--- config.mk ---
export PLATFORM = sky130hd
export DESIGN_NAME = wmem_rsp_collect
export DESIGN_NICKNAME = d
export VERILOG_FILES = /design/src/design/wmem_pkg.sv /design/src/design/wmem_rsp_collect.sv
export SDC_FILE = /design/constraint.sdc
export NUM_CORES = 1
export LEC_CHECK = 0
export ABC_CLOCK_PERIOD_IN_PS = 1550
export BUFFER_PORTS_ARGS = -buffer_cell sky130_fd_sc_hd__buf_4
export CORE_AREA = 2 2 166 168
export CTS_CLUSTER_SIZE = 25
export DETAILED_ROUTE_END_ITERATION = 8
export DIE_AREA = 0 0 168 170
export GPL_ROUTABILITY_DRIVEN = 0
export SLEW_MARGIN = 0
export SYNTH_ARGS = -nofsm -noshare
export SYNTH_HDL_FRONTEND = slang
export SYNTH_SLANG_ARGS = --single-unit
--- constraint.sdc ---
create_clock -name clk -period 1.55 [get_ports clk]
set_input_delay 0.155 -clock clk [delete_from_list [all_inputs] [get_ports clk]]
set_output_delay 0.155 -clock clk [all_outputs]
set_load 0.1 [all_outputs]
--- src/design/wmem_pkg.sv ---
// Wide memory package with sizes, bus address views and request/response structs.
package wmem_pkg;

	// **********************************************************************
	// Sizes.
	// **********************************************************************
	localparam int WMEM_WIDTH = 50;                             // Entry width.
	localparam int PIO_NBITS = 32;                              // Bus data width.
	localparam int WMEM_HI_NBITS = WMEM_WIDTH - PIO_NBITS;      // Upper part, 18 bits.
	localparam int WMEM_DEPTH_NBITS = 8;                        // 256 entries per bank.
	localparam int WMEM_NBANKS = 4;                             // Bank count.
	localparam int WMEM_BANK_NBITS = 2;                         // Bank index width.
	localparam int WMEM_OFFS_NBITS = WMEM_DEPTH_NBITS + 3;      // Entry, half, byte.
	localparam int WMEM_BASE_NBITS = PIO_NBITS - WMEM_BANK_NBITS - WMEM_OFFS_NBITS;
	localparam int WMEM_APP_DLY = 4;                            // Bank index pipe depth.

	// Address bits 31:13, window starts at 32'h4000_0000.
	localparam logic [WMEM_BASE_NBITS-1:0] WMEM_BASE = 19'h2_0000;

	// **********************************************************************
	// Bus address, seen by the decoder and by a bank.
	// **********************************************************************
	typedef struct packed {
		logic [WMEM_BASE_NBITS-1:0]  base;     // Window match.
		logic [WMEM_BANK_NBITS-1:0]  bank;     // Bank index.
		logic [WMEM_OFFS_NBITS-1:0]  offs;     // Byte offset in the bank.
	} pio_addr_dec_s;

	typedef struct packed {
		logic [WMEM_BASE_NBITS-1:0]  base;     // Window match.
		logic [WMEM_BANK_NBITS-1:0]  bank;     // Bank index.
		logic [WMEM_DEPTH_NBITS-1:0] entry;    // Entry index, bits 10:3.
		logic                        half;     // 0 low dword, 1 high dword.
		logic [1:0]                  byte_ofs; // Byte in dword, unused.
	} pio_addr_mem_s;

	typedef union packed {
		pio_addr_dec_s dec;                    // Decoder view.
		pio_addr_mem_s mem;                    // Bank view.
	} pio_addr_u;

	// **********************************************************************
	// Requests and responses.
	// **********************************************************************
	typedef struct packed {
		pio_addr_u              addr;          // Byte address.
		logic [PIO_NBITS-1:0]   wdata;         // Write data.
		logic                   rd;            // Read strobe, one cycle.
		logic                   wr;            // Write strobe, one cycle.
	} pio_req_s;

	typedef struct packed {
		logic                   ack;           // Held until next pio_ce.
		logic [PIO_NBITS-1:0]   rdata;         // Valid with ack.
	} pio_rsp_s;

	typedef struct packed {
		logic                        valid;    // Read strobe.
		logic [WMEM_BANK_NBITS-1:0]  bank;     // Bank index.
		logic [WMEM_DEPTH_NBITS-1:0] entry;    // Entry index.
	} app_req_s;

	typedef struct packed {
		logic                   ack;           // Five cycles after valid.
		logic [WMEM_WIDTH-1:0]  rdata;         // Whole entry.
	} app_rsp_s;

endpackage

--- src/design/wmem_rsp_collect.sv ---
// Response collector merging bank acks and read data into single bus and app responses.
`timescale 1ns/1ps

module wmem_rsp_collect import wmem_pkg::*; (
	input  logic                       clk,
	input  logic                       arst_n,
	input  logic [WMEM_NBANKS-1:0]     bank_sel,                   // One-hot bus select.
	input  logic [WMEM_BANK_NBITS-1:0] app_bank,                   // Raw app bank index.
	input  pio_rsp_s                   bank_pio_rsp [WMEM_NBANKS],
	input  app_rsp_s                   bank_app_rsp [WMEM_NBANKS],
	output pio_rsp_s                   pio_rsp,
	output app_rsp_s                   app_rsp
);

	logic [WMEM_BANK_NBITS-1:0] sel_idx;                    // Encoded bank_sel.
	logic [WMEM_BANK_NBITS-1:0] pio_bank;                   // Bank of open bus request.
	logic [WMEM_BANK_NBITS-1:0] app_bank_sr [WMEM_APP_DLY]; // In step with banks.
	logic                       pio_ack_or;
	logic                       app_ack_or;
	logic                       pio_ack_q;
	logic                       app_ack_q;
	logic [PIO_NBITS-1:0]       pio_rdata_q;
	logic [WMEM_WIDTH-1:0]      app_rdata_q;

	always_comb begin
		sel_idx    = '0;
		pio_ack_or = 1'b0;
		app_ack_or = 1'b0;
		for (int i = 0; i < WMEM_NBANKS; i++) begin
			if (bank_sel[i]) sel_idx = WMEM_BANK_NBITS'(i);
			pio_ack_or = pio_ack_or | bank_pio_rsp[i].ack;
			app_ack_or = app_ack_or | bank_app_rsp[i].ack;
		end
	end

	always_ff @(posedge clk or negedge arst_n) begin
		if (!arst_n) begin
			pio_bank  <= '0;
			pio_ack_q <= 1'b0;
			app_ack_q <= 1'b0;
		end else begin
			if (|bank_sel) pio_bank <= sel_idx; // New bus request.
			pio_ack_q <= pio_ack_or;
			app_ack_q <= app_ack_or;
		end
	end

	always_ff @(posedge clk) begin
		app_bank_sr[0] <= app_bank;
		for (int i = 1; i < WMEM_APP_DLY; i++) app_bank_sr[i] <= app_bank_sr[i-1];
		pio_rdata_q <= bank_pio_rsp[pio_bank].rdata;
		app_rdata_q <= bank_app_rsp[app_bank_sr[WMEM_APP_DLY-1]].rdata;
	end

	assign pio_rsp.ack   = pio_ack_q;
	assign pio_rsp.rdata = pio_rdata_q;
	assign app_rsp.ack   = app_ack_q;
	assign app_rsp.rdata = app_rdata_q;

endmodule

==> impl_metrics.yaml <==
final_layout:
  fin_util_pct: 30.1
  nets: 988
  fillCellCount: 2687
  drive_gt1_share_pct: 82.7
  stdcell_count: 990
  mostFrequentLayoutCell: "buf_4"
  diodes: 0
  area_growth_pct: 98.6
  layout_common_cells: "431 x buf_4, 88 x dfxtp_1, 82 x mux4_2"
synth:
  yosys_warnings: 0
  synth_cell_type_count: 15
  postSynthCellCount: 205
  avgSynthCellArea_sq_um: 19.7
  netlist_area_sq_um: 4040
  seq_area_frac_synth_pct: 47.1
  ys_ff_latch: 94
  syn_nets: 549
clock_tree:
  cts_tree: "done"
  cts.sinks: 94
  clock_latency_ns: 0.35
  cts_buffers: 9
  cts-resized-gates: 0
  cts_max_level: 3
  ctsRootBufferMaster: "clkbuf_16"
  clk_transition_reported_paths_ns: 0.08
  cts_buffer_depth: 2
placement:
  port_buffers: 427
  dp_hpwl_um: 15400
  place_inst: 960
flow_run:
  drv_cap: 0
sta:
  fmax_mhz: 679
  skew_ns: 0.0121
  rsz0062_at_grt: "false"
  worstMarginPinSlew_ns: 0.342
  setup_viol: 0
  hold_viol: 0
  slew_violations: 0
  fin_setup_tns_ns: 0
  period_needed_ns: 1.47
  relSlewSlack_pct: 77.2
  fin_crit_sh_pct: 94.9
route:
  ant_nets: 0
  first_pass_iters: 4
  viasPerCell: 3.91
  wl_per_cell_um: 18.6
  finalWirelength_um: 18400
  vias: 3871
  drt_first_iter_violations: 75
  drc_errors: 0
critical_path:
  crit_chain: "buf_12 -> a21oi_1 -> o21bai_1 -> dlygate4sd3_1"
  worst-r2r-setup-slack_ns: 0.08
  crit_buf_inv: 2
  startpoint_type: "flop"
  critPathKind: "reg2reg"
  path_delay_family: "buffers and inverters"
  critPathArrivalTime_ns: 1.71
  slowest_stage: "dlygate4sd3_1"
  critPathMaxStageDelay_ns: 0.54
  cp.required_ns: 1.79
  crit_fanout: 17
  endpoint_kind: "flop"
worst_hold_path:
  hold_path.class: "in2reg"
power:
  leakage_nw: 3.69
  p_comb_share_pct: 39.9
  p_sw_mw: 3.35
  power.clock.fraction_pct: 27.9
  power_frac_seq_pct: 32.2
  power_mw: 8.57
  p_per_area_nw_per_um2: 1070
  ir_worst_vdd_mv: 0.345
  p_int_mw: 5.22
  p_sw_share_pct: 39.1
floorplanning:
  rows: 60
  die_width_um: 168
  die_h_um: 170
  initial_core_util_pct: 15.2
  ios: 428
  coreArea_sq_um: 26700
  die_area_sq_um: 28600
status:
  status: "complete, no violations"
global_routing:
  overflow: 0
  grt_max_degree: 51
  grt_antenna_before_repair: 3
  track_usage_pct: 12.2
  grt_pass1_vias: 4356
  grt_pass1_wl_um: 25600
final timing paths:
kind	from	to	depth (start not counted)
worst min-delay path	bank_pio_rsp[32]	pio_ack_q$_DFF_PN0_	2
worst max-delay path	pio_bank[0]$_DFFE_PN0P_	pio_bank[0]$_DFFE_PN0P_	4
max in group asynchronous	arst_n	pio_bank[0]$_DFFE_PN0P_	2
min in group asynchronous	arst_n	pio_bank[0]$_DFFE_PN0P_	2
worst min register to register	app_bank_sr[2][0]$_DFF_P_	app_bank_sr[3][0]$_DFF_P_	0
worst max register to register	pio_bank[0]$_DFFE_PN0P_	pio_bank[0]$_DFFE_PN0P_	4
area by class of cell:
type	instances	area [sq um]	share of cell area, %
multi-input combinational	88	1890	23.5
sequential	94	1910	23.8
inverter	1	3.75	0.0468
clock inverter	5	60.1	0.749
tap	341	427	5.32
timing repair buffer	450	3490	43.5
clock buffer	11	243	3.03
per-layer routing:
| layer | GRT usage, % | part of all wire (%) |
|---|---|---|
| met2 | 23.3 | 53 |
| met4 | 3.78 | 2.1 |
| met5 | 0 | 0.22 |
| met1 | 12.2 | 34 |
| met3 | 4.93 | 10 |
sequential cells by signal (all words and copies together) (netlist names):
register     cells
pio_rdata_q     32
app_bank_sr      8
app_ack_q        1
pio_ack_q        1
pio_bank         2
app_rdata_q     50
cell families (layout without fill, tap and decap cells):
family	after synthesis	count (layout)	share of synthesized area, %
AOI/OAI and AO/OA	3	3	0.527
buffers and inverters	23	467	6.17
muxes	82	82	45.7
DFF	94	94	47.1
and+or+nand+nor	3	3	0.465
power by group through the flow:
stage / clock, mW / combinational [mW] / sequential (mW)
3_5_place_dp: 0 / 3.41 / 2.82
5_1_grt: 2.58 / 3.53 / 2.79
4_1_cts: 2.52 / 3.44 / 2.77
3_3_place_gp: 0 / 3.38 / 2.83
6_report: 2.39 / 3.42 / 2.76
2_1_floorplan: 0 / 0.554 / 4.50
cell usage after synthesis:
master    number  area (sq um)
dfxtp_1       90          1800
mux4_2        82          1850
buf_12         8           160
buf_2          8          40.0
dfrtp_1        4           100
buf_4          2          15.0
buf_6          2          22.5
or4_1          2          15.0
a211o_1        1          8.76
a21oi_1        1          5.00
buf_1          1          3.75
clkbuf_1       1          3.75
inv_1          1          3.75
nor2_1         1          3.75
o21bai_1       1          7.51
per-stage QoR:
step / setup WS (ns) / cell area (sq um) / hold WS (ns)
final: 0.0783 / 8020 / 0.0227
after floorplan: 0.328 / 4040 / -0.141
after global placement: 0.228 / 7560 / -0.0365
after global routing: 0.0207 / 8020 / 0.0206
after detailed placement: 0.202 / 7560 / -0.0355
after CTS: 0.0456 / 7990 / 0.000110
timing repair:
action,4_1_cts,5_1_grt
hold buffers,13,0
setup buffers,0,0
setup endpoints to repair,0,1
hold endpoints to repair,10,0
worst register-to-register path, cell delays in order, from the launching register on:
cell	delay, ns
dfrtp_2	0.44
buf_12	0.18
a21oi_1	0.13
o21bai_1	0.07
dlygate4sd3_1	0.54
(Power assumes the default switching activity.)
