**config.mk**
```make
export PLATFORM = sky130hd
export DESIGN_NAME = wmem_req_decode
export DESIGN_NICKNAME = d
export VERILOG_FILES = /design/src/design/wmem_pkg.sv /design/src/design/wmem_req_decode.sv
export SDC_FILE = /design/constraint.sdc
export NUM_CORES = 1
export LEC_CHECK = 0
export BUFFER_PORTS_ARGS = -buffer_cell sky130_fd_sc_hd__buf_2
export CAP_MARGIN = 30
export CORE_MARGIN = 2
export CORE_UTILIZATION = 45
export DETAILED_ROUTE_END_ITERATION = 10
export GPL_ROUTABILITY_DRIVEN = 0
export MAX_ROUTING_LAYER = met4
export PLACE_DENSITY_LB_ADDON = 0.3
export SLEW_MARGIN = 20
export SYNTH_ARGS = -nofsm -noshare
export SYNTH_HDL_FRONTEND = slang
export SYNTH_SLANG_ARGS = --single-unit
```
**constraint.sdc**
```tcl
create_clock -name clk -period 1.2 [get_ports clk]
set_input_delay 0.06 -clock clk [delete_from_list [all_inputs] [get_ports clk]]
set_output_delay 0.06 -clock clk [all_outputs]
set_load 0.02 [all_outputs]
```
**src/design/wmem_pkg.sv**
```systemverilog
// Wide memory package with sizes, bus address views and request/response structs.
package wmem_pkg;

	// **********************************************************************
	// Sizes.
	// **********************************************************************
	localparam int WMEM_WIDTH = 50;                             // Entry width.
	localparam int PIO_NBITS = 32;                              // Bus data width.
	localparam int WMEM_HI_NBITS = WMEM_WIDTH - PIO_NBITS;      // Upper part, 18 bits.
	localparam int WMEM_DEPTH_NBITS = 8;                        // 256 entries per bank.
	localparam int WMEM_NBANKS = 4;                             // Bank count.
	localparam int WMEM_BANK_NBITS = 2;                         // Bank index width.
	localparam int WMEM_OFFS_NBITS = WMEM_DEPTH_NBITS + 3;      // Entry, half, byte.
	localparam int WMEM_BASE_NBITS = PIO_NBITS - WMEM_BANK_NBITS - WMEM_OFFS_NBITS;
	localparam int WMEM_APP_DLY = 4;                            // Bank index pipe depth.

	// Address bits 31:13, window starts at 32'h4000_0000.
	localparam logic [WMEM_BASE_NBITS-1:0] WMEM_BASE = 19'h2_0000;

	// **********************************************************************
	// Bus address, seen by the decoder and by a bank.
	// **********************************************************************
	typedef struct packed {
		logic [WMEM_BASE_NBITS-1:0]  base;     // Window match.
		logic [WMEM_BANK_NBITS-1:0]  bank;     // Bank index.
		logic [WMEM_OFFS_NBITS-1:0]  offs;     // Byte offset in the bank.
	} pio_addr_dec_s;

	typedef struct packed {
		logic [WMEM_BASE_NBITS-1:0]  base;     // Window match.
		logic [WMEM_BANK_NBITS-1:0]  bank;     // Bank index.
		logic [WMEM_DEPTH_NBITS-1:0] entry;    // Entry index, bits 10:3.
		logic                        half;     // 0 low dword, 1 high dword.
		logic [1:0]                  byte_ofs; // Byte in dword, unused.
	} pio_addr_mem_s;

	typedef union packed {
		pio_addr_dec_s dec;                    // Decoder view.
		pio_addr_mem_s mem;                    // Bank view.
	} pio_addr_u;

	// **********************************************************************
	// Requests and responses.
	// **********************************************************************
	typedef struct packed {
		pio_addr_u              addr;          // Byte address.
		logic [PIO_NBITS-1:0]   wdata;         // Write data.
		logic                   rd;            // Read strobe, one cycle.
		logic                   wr;            // Write strobe, one cycle.
	} pio_req_s;

	typedef struct packed {
		logic                   ack;           // Held until next pio_ce.
		logic [PIO_NBITS-1:0]   rdata;         // Valid with ack.
	} pio_rsp_s;

	typedef struct packed {
		logic                        valid;    // Read strobe.
		logic [WMEM_BANK_NBITS-1:0]  bank;     // Bank index.
		logic [WMEM_DEPTH_NBITS-1:0] entry;    // Entry index.
	} app_req_s;

	typedef struct packed {
		logic                   ack;           // Five cycles after valid.
		logic [WMEM_WIDTH-1:0]  rdata;         // Whole entry.
	} app_rsp_s;

endpackage

```
**src/design/wmem_req_decode.sv**
```systemverilog
// Request decoder registering bus and application requests and steering them to a bank.
`timescale 1ns/1ps

module wmem_req_decode import wmem_pkg::*; (
	input  logic                        clk,
	input  logic                        arst_n,
	input  pio_req_s                    pio_req,  // Raw bus request.
	input  app_req_s                    app_req,  // Raw application request.
	output logic [WMEM_NBANKS-1:0]      bank_sel, // One-hot bus select.
	output pio_req_s                    bank_req, // Shared registered request.
	output logic [WMEM_NBANKS-1:0]      app_rd,   // One-hot app read strobe.
	output logic [WMEM_DEPTH_NBITS-1:0] app_addr  // Shared app entry index.
);

	logic                   hit;        // Base matches.
	logic                   pio_go;     // Accepted bus request.
	logic [WMEM_NBANKS-1:0] pio_onehot;
	logic [WMEM_NBANKS-1:0] app_onehot;
	pio_addr_u              addr_q;     // Held until next request.
	logic [PIO_NBITS-1:0]   wdata_q;
	logic                   rd_q;
	logic                   wr_q;

	assign hit        = (pio_req.addr.dec.base == WMEM_BASE);
	assign pio_go     = hit & (pio_req.rd | pio_req.wr);
	assign pio_onehot = WMEM_NBANKS'(1) << pio_req.addr.dec.bank;
	assign app_onehot = WMEM_NBANKS'(1) << app_req.bank;

	// Strobes and selects.
	always_ff @(posedge clk or negedge arst_n) begin
		if (!arst_n) begin
			bank_sel <= '0;
			app_rd   <= '0;
			rd_q     <= 1'b0;
			wr_q     <= 1'b0;
		end else begin
			bank_sel <= pio_go ? pio_onehot : '0; // Outside base dropped.
			rd_q     <= hit & pio_req.rd;
			wr_q     <= hit & pio_req.wr;
			app_rd   <= app_req.valid ? app_onehot : '0;
		end
	end

	// Payload, address stays put for a deferred read.
	always_ff @(posedge clk) begin
		if (pio_go) begin
			addr_q  <= pio_req.addr;
			wdata_q <= pio_req.wdata;
		end
		app_addr <= app_req.entry;
	end

	assign bank_req.addr  = addr_q;
	assign bank_req.wdata = wdata_q;
	assign bank_req.rd    = rd_q;
	assign bank_req.wr    = wr_q;

endmodule

```
==> summary.txt, run 1 <==
Placed design
  • Placed cell count: 350
  • Pre-CTS WS: -0.298 ns
  • DP HPWL: 3890 um
  • Port Buffer Count: 160

Critical path
  • Max Fanout on Critical Path: 4
  • Critical path launch point: app_req[8]
  • CP delay by family, top: buffers and inverters
  • CP arrival: around 1.4 ns
  • Worst path required time: 1.42 ns
  • Worst path cell trace: dlygate4sd3_1, buf_2, nand2_1, nor2_1, dlygate4sd3_1
  • Crit path kind: in2reg
  • Buffers & Inverters on Critical Path: 3
  • CP Launch Type: primary input
  • Slowest cell on crit path: dlygate4sd3_1
  • CP dominant cell by count: dlygate4sd3_1
  • Critical Path Max Stage Delay: 0.54 ns
  • CP Capture Type: flop

Detailed routing
  • Vias per inst: 4.48
  • DRT Pass-1 Iters: 4
  • Routed Antenna Nets: 0
  • Routed wire length: 6730 um
  • Post-route DRC: 0
  • Wire per inst: ~15 um
  • Initial DRC count: 66
  • Via count: between 1500 and 2000

Die
  • Row cnt: 27
  • Initial Util: 46.4%
  • Die Y: 79.1 um
  • CORE AREA: 0.00547 mm2
  • Die Wd: approximately 80 um
  • Io pins: approximately 160
  • Die ar.: 0.00626 mm2

Finish
  • Most frequent cells in the layout: buf_2 (160), dlygate4sd3_1 (76), edfxtp_1 (64)
  • Most common cell after layout, fill and taps aside: buf_2
  • Layout cells sized above 1: 52.2%
  • Non-filler cells in the finished layout: between 400 and 500
  • Core Util, Final: about 82%
  • Area grow syn2layout: 76.6%
  • Final #Nets: 446
  • Filler Cells Inserted: 305
  • Ant. Diodes: 0

STA
  • RSZ-0062 raised after global routing: false
  • Max Clk Rate: 865 MHz
  • Final Critical Period: 1.16 ns
  • Period utilization: between 90% and 100%
  • Worst setup margin: 0.0439 ns
  • Final Max Slew Viols: 0
  • Final setup violation count: 0
  • Hold Vio Cnt, Final: 0
  • TNS Setup: 0 ns
  • Worst-Margin Slew: 0.280 ns
  • Worst rel slew slack: 81.2%

Synthesis
  • Seq cells post-synth: 82
  • Yosys top cell by area: edfxtp_1
  • Net Count, Synth: 189
  • Mux contribution to synthesized area: 0%
  • XOR/XNOR Fraction of Synth Area: 0%
  • Synth warnings: 0
  • Register area share after synthesis: 91.8%
  • Adder-cell share of the synthesized area: 0%
  • Simple-gate area share of the yosys netlist: 7.63%
  • Main combinational cell family by area after synthesis: simple AND/OR/NAND/NOR gates
  • Synth Area in Compound Gates: 0%
  • Netlist cell types: 19
  • Synth area leaders: edfxtp_1 (76%), dfrtp_1 (9.8%), dfxtp_1 (6.3%), nor4_2 (0.98%), nor4b_4 (0.94%)
  • Mapped Cells: 110
  • Netlist Area Pre-Place: 0.00254 mm2
  • Synth top area share: ~76%
  • Syn Area/Cell: about 23 um2

Clock network
  • Clock Sinks: 82
  • CTS H-Tree Depth: 3
  • PostCTS Resize Cnt: 0
  • Num CTS Buffers: 9
  • Root Driver: clkbuf_8
  • Clock Path Buffers: 2
  • TritonCTS clock tree: done
  • Clock slew at reported path FFs: 0.08 ns

Run status
  • Outcome: completed

Min path
  • Hold Path Sink: addr_q[13]
  • Hold Path Class: in2reg
  • Hold wc startpoint: pio_req[47]
  • Hold path cells: 2

Pwr
  • Maximum VDD drop: 0.000837 V
  • Leak: 1.96 nW
  • Power per Cell Area: 1150 mW/mm2
  • Final Power: 5.15 mW

GRT
  • GRT Total Usage: a little over a fifth
  • First-pass GRT wire length: 9700 um
  • Largest net degree at the start of global routing: 47
  • GR Overflow Total: 0
  • Number of global-route vias before repair: 2086
  • Initial antenna violation count: 0

Flow run
  • Maxcap violations: 0
area by class of cell:
class	instances	area (um2)	share of cell area, %
clock buffers	10	128	2.84
clock inverters	6	33.8	0.753
multi-input cells	26	223	4.96
flip-flops and latches	82	2330	52.0
well taps	72	90.1	2.01
repair buffers	248	1680	37.5
metrics by stage:
step | hold WS [ns] | instance area, um2
after floorplan | -0.236 | 2570
after global placement | -0.0731 | 3530
after detailed placement | -0.0685 | 3530
after CTS | 0.00187 | 4460
after global routing | 0.00111 | 4490
final | 0.0114 | 4490
what timing repair did:
action / CTS / global route
hold buffers: 76 / 0
hold endpoints to repair: 88 / 0
setup buffers: 0 / 1
endpoints found under the setup margin: 0 / 64
worst max path at each step:
| stage | endpoint | depth (start not counted) |
|---|---|---|
| after floorplan | addr_q[0] | 3 |
| after global placement | wdata_q[31] | 5 |
| after detailed placement | addr_q[10] | 5 |
| after CTS | wdata_q[13] | 5 |
| after global routing | addr_q[3] | 6 |
| final | app_rd[1] | 5 |
report_power, final:
| part | internal, mW | switching [mW] |
|---|---|---|
| Combinational | 0.289 | 0.159 |
| Clock | 0.737 | 0.883 |
| Sequential | 3.08 | 0.00442 |
logic make-up after synthesis:
kind of cell,Yosys count
buffers and inverters,2
AND/OR/NAND/NOR,26
flip-flops,82
registers in the layout, summed over array words and instances (netlist names):
name,cells
app_addr,8
app_rd,4
wdata_q,32
wr_q,1
addr_q,32
rd_q,1
bank_sel,4
cell usage after synthesis:
| library cell | n |
|---|---|
| or3_1 | 1 |
| nand2_2 | 1 |
| nand2_1 | 2 |
| and3_1 | 1 |
| and3b_1 | 1 |
| dfrtp_1 | 10 |
| nor4_2 | 2 |
| nand3_2 | 1 |
| nor2_1 | 4 |
| nor3_1 | 3 |
| nor3b_1 | 1 |
| nor4b_4 | 1 |
| nand2b_1 | 2 |
| nor4_1 | 3 |
| nor4_4 | 1 |
| edfxtp_1 | 64 |
| dfxtp_1 | 8 |
| nand3_1 | 2 |
| buf_4 | 2 |
layer usage:
metal | wire length (um) | up-vias | track usage, %
li1 | - | 938 | -
met1 | 2510 | 924 | 22.3
met2 | 3610 | 115 | 40.1
met3 | 513 | 10 | 5.00
met4 | 92 | 0 | 9.14
met5 | 0 | - | -
No activity file was read; power rests on OpenSTA's default activity.
==> inputs of run 2 (changes only) <==
--- a/config.mk
+++ b/config.mk
@@ -8,9 +8,11 @@
 export BUFFER_PORTS_ARGS = -buffer_cell sky130_fd_sc_hd__buf_2
 export CAP_MARGIN = 30
 export CORE_MARGIN = 2
-export CORE_UTILIZATION = 45
+export CORE_UTILIZATION = 42
 export DETAILED_ROUTE_END_ITERATION = 10
 export GPL_ROUTABILITY_DRIVEN = 0
+export GPL_TIMING_DRIVEN = 0
+export HOLD_SLACK_MARGIN = 0.06
 export MAX_ROUTING_LAYER = met4
 export PLACE_DENSITY_LB_ADDON = 0.3
 export SLEW_MARGIN = 20
==> constraint.sdc (replaced) <==
create_clock -name clk -period 1.14 [get_ports clk]
set_input_delay 0.057 -clock clk [delete_from_list [all_inputs] [get_ports clk]]
set_output_delay 0.057 -clock clk [all_outputs]
set_load 0.02 [all_outputs]
==> summary.txt, run 2 (synthesized netlist as in run 1, its figures left out) <==
GRT
  • GR Overflow Total: 0 (unchanged)
  • Largest net degree at the start of global routing: 20 (was 47)
  • Initial antenna violation count: 0 (unchanged)
  • Number of global-route vias before repair: 2009 (was 2086)
  • First-pass GRT wire length: 9570 um (was 9700 um)
  • GRT Total Usage: 20.6% (was 21.8%)

Die
  • Die Y: 81.8 um (was 79.1 um)
  • Die ar.: 0.00669 mm2 (was 0.00626 mm2)
  • CORE AREA: 0.00589 mm2 (was 0.00547 mm2)
  • Io pins: 161 (unchanged)
  • Die Wd: 81.8 um (was 79.1 um)
  • Row cnt: 28 (was 27)
  • Initial Util: 43.2% (was 46.4%)

Pwr
  • Leak: 2.07 nW (was 1.96 nW)
  • Power per Cell Area: 1240 mW/mm2 (was 1150 mW/mm2)
  • Int Power: 4.77 mW (was 4.10 mW)
  • Reg power frac: 54.7% (was 59.8%)
  • P_sw: 1.16 mW (was 1.05 mW)
  • Sw frac: 19.5% (was 20.3%)
  • Clock power share: 37.2% (was 31.5%)
  • Logic pwr share: 8.1% (was 8.7%)
  • Maximum VDD drop: 0.00107 V (was 0.000837 V)

Clock network
  • Clock Path Buffers: 2 (unchanged)
  • Clock slew at reported path FFs: 0.08 ns (about the same)
  • TritonCTS clock tree: done (unchanged)
  • Clock Sinks: 82 (unchanged)
  • Root Driver: clkbuf_8 (unchanged)
  • Num CTS Buffers: 9 (unchanged)
  • CTS H-Tree Depth: 3 (unchanged)

Detailed routing
  • DRT Pass-1 Iters: 4 (unchanged)
  • Routed Antenna Nets: 0 (unchanged)
  • Via count: 2045 (was 1987)
  • Initial DRC count: 122 (was 66)
  • Post-route DRC: 0 (unchanged)
  • Wire per inst: 15.4 um (was 15.1 um)
  • Routed wire length: 7050 um (was 6730 um)
  • Vias per inst: 4.46 (was 4.48)

Finish
  • Most frequent cells in the layout: buf_2 (150), dlygate4sd3_1 (80), edfxtp_1 (64) (was buf_2 (160), dlygate4sd3_1 (76), edfxtp_1 (64))
  • Non-filler cells in the finished layout: 459 (was 444)
  • Reg area: 0.00233 mm2 (unchanged)
  • Ant. Diodes: 0 (unchanged)
  • Post-route cell area: 0.00478 mm2 (was 0.00449 mm2)
  • Final #Nets: 458 (was 446)
  • Top Registers: addr_q (32), wdata_q (32), app_addr (8) (unchanged)
  • Area occupied by multi-input gates: 230 um2 (was 223 um2)
  • Filler Cells Inserted: 320 (was 305)
  • Layout cells sized above 1: 51.6% (was 52.2%)
  • Most common cell after layout, fill and taps aside: buf_2 (unchanged)
  • Area grow syn2layout: 88.1% (was 76.6%)

STA
  • RSZ-0062 raised after global routing: true (was false)
  • Final setup violation count: 10 (was 0)
  • Worst-Margin Slew: 0.405 ns (was 0.280 ns)
  • Max Clk Rate: 875 MHz
  • Final Max Slew Viols: 0 (unchanged)
  • Worst rel slew slack: 72.9% (was 81.2%)
  • WHS: 0.0909 ns (was 0.0114 ns)
  • Final Critical Period: around 1.1 ns
  • Period utilization: 100%
  • Hold Vio Cnt, Final: 0 (unchanged)
  • Worst setup margin: -0.00321 ns (was 0.0439 ns)

Critical path
  • CP Capture Type: flop (unchanged)
  • Crit path kind: in2reg (unchanged)
  • Max Fanout on Critical Path: 9 (was 4)
  • CP arrival: 1.22 ns (was 1.37 ns)
  • Critical path launch point: pio_req[65] (was app_req[8])
  • CP Launch Type: primary input (unchanged)
  • Worst path required time: 1.22 ns (was 1.42 ns)

Placed design
  • Port Buffer Count: 160 (unchanged)
  • DP HPWL: 4060 um (was 3890 um)
  • Placed cell area: 0.00351 mm2 (was 0.00353 mm2)
  • Pre-CTS WS: -1.03 ns (was -0.298 ns)
  • Placed cell count: 348 (was 350)

Min path
  • Hold Path Class: in2async (was in2reg)

Run status
  • Outcome: complete, but fails checks (was completed)
  • Violated checks: negative setup slack

Flow run
  • Maxcap violations: 0 (unchanged)
run 2: cell type report:
type,instances,share of cell area (%)
clock inverters,6,1.68
clock buffers,10,2.67
well taps,75,1.96
multi-input cells,26,4.82
flip-flops and latches,82,48.8
plain buffers,2,0.314
repair buffers,258,39.8
run 2: timing repair:
action | CTS | global route
buffers inserted | 11 | 1
pin swaps | 5 | 1
cloned | 0 | 4
hold buffers | 81 | 0
resized for setup | 11 | 9
endpoints found under the setup margin | 64 | 58
hold endpoints to repair | 92 | 0
run 2: worst paths after layout:
| check | endpoint |
|---|---|
| worst max-delay path | wdata_q[28] |
| worst min-delay path | bank_sel[3] |
| max in group asynchronous | rd_q |
| min in group clk | rd_q |
run 2: power by group through the flow:
stage               combinational (mW)  clock [mW]  sequential [mW]
floorplan                       0.0246           0             3.34
global placement                 0.236           0             3.31
detailed placement               0.244           0             3.31
CTS                              0.466        2.22             3.24
global route                     0.516        2.36             3.24
finish                           0.482        2.21             3.24
run 2: through the flow:
step / TNS [ns] / utilization [%] / total power, mW
floorplan: -89.00 / - / 3.36
global placement: -136.29 / 58.9 / 3.54
detailed placement: -54.30 / 59.6 / 3.55
CTS: 0 / 79.3 / 5.93
global route: -2.70 / 81.2 / 6.12
finish: -0.0262 / 81.2 / 5.93
run 2: routing by layer:
metal	vias to the layer above	GRT usage, %	wire, um	share of wire, %
li1	962	-	-	-
met1	965	21.1	2580	37
met2	103	38.1	3810	54
met3	15	3.96	502	7.1
met4	0	8.50	156	2.2
met5	-	-	0	0
run 2: critical path, stage by stage:
cell and delay [ns]:
buf_2 0.10, nor3_1 0.32, nand3_4 0.14, nor3_4 0.25
buf_8 0.18, clkbuf_16 0.16
==> inputs of run 3 (changes only) <==
==> constraint.sdc (replaced) <==
create_clock -name clk -period 1.2 [get_ports clk]
set_input_delay 0.06 -clock clk [delete_from_list [all_inputs] [get_ports clk]]
set_output_delay 0.06 -clock clk [all_outputs]
set_load 0.02 [all_outputs]
==> summary.txt, run 3 (synthesized netlist as in run 1, its figures left out) <==
Run status
  • Outcome: completed (was complete, but fails checks)

Finish
  • Non-filler cells in the finished layout: 458 (was 459)
  • Layout cells sized above 1: 51.4% (was 51.6%)
  • Reg area: 0.00233 mm2 (unchanged)
  • Most common cell after layout, fill and taps aside: buf_2 (unchanged)
  • Final #Nets: 457 (was 458)
  • Ant. Diodes: 0 (unchanged)
  • Area occupied by multi-input gates: 230 um2 (unchanged)
  • Filler Cells Inserted: 333 (was 320)
  • Area grow syn2layout: 85.3% (was 88.1%)
  • Top Registers: addr_q (32), wdata_q (32), app_addr (8) (unchanged)
  • Most frequent cells in the layout: buf_2 (156), dlygate4sd3_1 (81), edfxtp_1 (64) (was buf_2 (150), dlygate4sd3_1 (80), edfxtp_1 (64))

Clock network
  • Root Driver: clkbuf_8 (unchanged)
  • TritonCTS clock tree: done (unchanged)
  • Clock Sinks: 82 (unchanged)
  • CTS H-Tree Depth: 3 (unchanged)
  • Clock Path Buffers: 2 (unchanged)
  • Num CTS Buffers: 9 (unchanged)
  • Clock slew at reported path FFs: 0.08 ns (about the same)

STA
  • Final setup violation count: 0 (was 10)
  • Hold Vio Cnt, Final: 0 (unchanged)
  • WHS: 0.107 ns (was 0.0909 ns)
  • Worst rel slew slack: 72.9% (about the same)
  • Final Critical Period: 1.17 ns
  • RSZ-0062 raised after global routing: true (unchanged)
  • Worst-Margin Slew: 0.405 ns (about the same)
  • TNS Setup: 0 ns (was -0.0262 ns)
  • Period utilization: 97.9%
  • Worst setup margin: 0.0258 ns (was -0.00321 ns)
  • Max Clk Rate: ~850 MHz
  • Final Max Slew Viols: 0 (unchanged)

Detailed routing
  • Wire per inst: 15.2 um (was 15.4 um)
  • Routed wire length: 6940 um (was 7050 um)
  • Routed Antenna Nets: 0 (unchanged)
  • Via count: 2032 (was 2045)
  • Highest routed layer: met4 (unchanged)
  • Vias per inst: 4.44 (was 4.46)
  • Post-route DRC: 0 (unchanged)
  • DRT Pass-1 Iters: 4 (unchanged)
  • Detail Route met2 WL: 3740 um (was 3810 um)
  • WL met3: 505 um (was 502 um)
  • Met1 WL: 2600 um (was 2580 um)
  • Initial DRC count: 126 (was 122)

Pwr
  • Leak: 2.04 nW (was 2.07 nW)
  • Power per Cell Area: 1190 mW/mm2 (was 1240 mW/mm2)
  • Maximum VDD drop: 0.000995 V (was 0.00107 V)

Placed design
  • Pre-CTS WS: -0.970 ns (was -1.03 ns)
  • DP HPWL: 4060 um (unchanged)
  • Placed cell count: 348 (unchanged)
  • Port Buffer Count: 160 (unchanged)

Critical path
  • CP delay by family, top: simple AND/OR/NAND/NOR gates (unchanged)
  • CP arrival: 1.25 ns (was 1.22 ns)
  • Max Fanout on Critical Path: 9 (unchanged)
  • Crit path kind: in2reg (unchanged)
  • WP depth: 6 (unchanged)
  • Worst path cell trace: buf_8, nor4_4, nand2_2, nor3_4, buf_8, clkbuf_16 (was buf_2, nor3_1, nand3_4, nor3_4, buf_8, clkbuf_16)
  • Slowest cell on crit path: nor4_4 (was nor3_1)
  • Buffers & Inverters on Critical Path: 3 (unchanged)
  • CP Launch Type: primary input (unchanged)
  • CP dominant cell by count: buf_8
  • CP Capture Type: flop (unchanged)
  • Critical Path Max Stage Delay: 0.35 ns (was 0.32 ns)
  • Worst path required time: 1.27 ns (was 1.22 ns)

Die
  • CORE AREA: 0.00589 mm2 (unchanged)
  • Die ar.: 0.00669 mm2 (unchanged)
  • Die Y: 81.8 um (unchanged)
  • Initial Util: 43.2% (unchanged)
  • Die Wd: 81.8 um (unchanged)
  • Row cnt: 28 (unchanged)
  • Io pins: 161 (unchanged)

Flow run
  • Maxcap violations: 0 (unchanged)

GRT
  • GRT Total Usage: 20.3% (was 20.6%)
  • Initial antenna violation count: 0 (unchanged)
  • GR Overflow Total: 0 (unchanged)
  • First-pass GRT wire length: 9430 um (was 9570 um)
  • Largest net degree at the start of global routing: 20 (unchanged)
  • Number of global-route vias before repair: 1986 (was 2009)

Min path
  • Hold Path Class: in2async (unchanged)
-- run 3: cell count changes in the layout (fill, tap and decap cells not counted) --
cell and change:
buf_2 +6, buf_4 -1, buf_6 -5, buf_8 +1, clkbuf_16 -2, dlygate4sd3_1 +1
dlymetal6s4s_1 -1
-- run 3: metrics by stage --
step	area, um2	utilization [%]	power [mW]
global placement	3460	58.9	3.37
global route	4710	80.0	5.81
finish	4710	80.0	5.62
CTS	4620	78.5	5.63
floorplan	2570	-	3.19
detailed placement	3510	59.6	3.38
-- run 3: timing repair --
item                                   in CTS  in global routing
gates cloned                                0                  2
hold buffers                               82                  1
setup endpoints to repair                  64                 56
setup buffers                              10                  1
endpoints found under the hold margin      92                  1
resized for setup                           1                 14
pin swaps                                   4                  3
-- run 3: layout make-up --
| type | instances | area share (%) |
|---|---|---|
| tap | 75 | 1.99 |
| timing repair buffer | 257 | 38.9 |
| sequential | 82 | 49.5 |
| buffer | 2 | 0.319 |
| clock buffer | 10 | 2.71 |
| multi-input combinational | 26 | 4.89 |
| clock inverter | 6 | 1.70 |
-- run 3: metal layers --
metal | global-route usage (%) | up-vias
met4 | 8.00 | 0
met2 | 37.5 | 101
met3 | 4.07 | 11
met1 | 21.1 | 957
met5 | - | -
li1 | - | 963
-- run 3: final timing paths --
check,slack (ns),startpoint,end
max in group asynchronous,0.90,arst_n,rd_q
worst min-delay path,0.11,arst_n,app_rd[1]
min in group clk,0.12,pio_req[49],wr_q
worst max-delay path,0.03,pio_req[61],wdata_q[29]
-- run 3: power by group --
group,internal (mW),switching (mW),leakage (nW)
logic,0.296,0.158,1.16
registers,3.08,0.00426,0.780
clock network,1.16,0.923,0.103
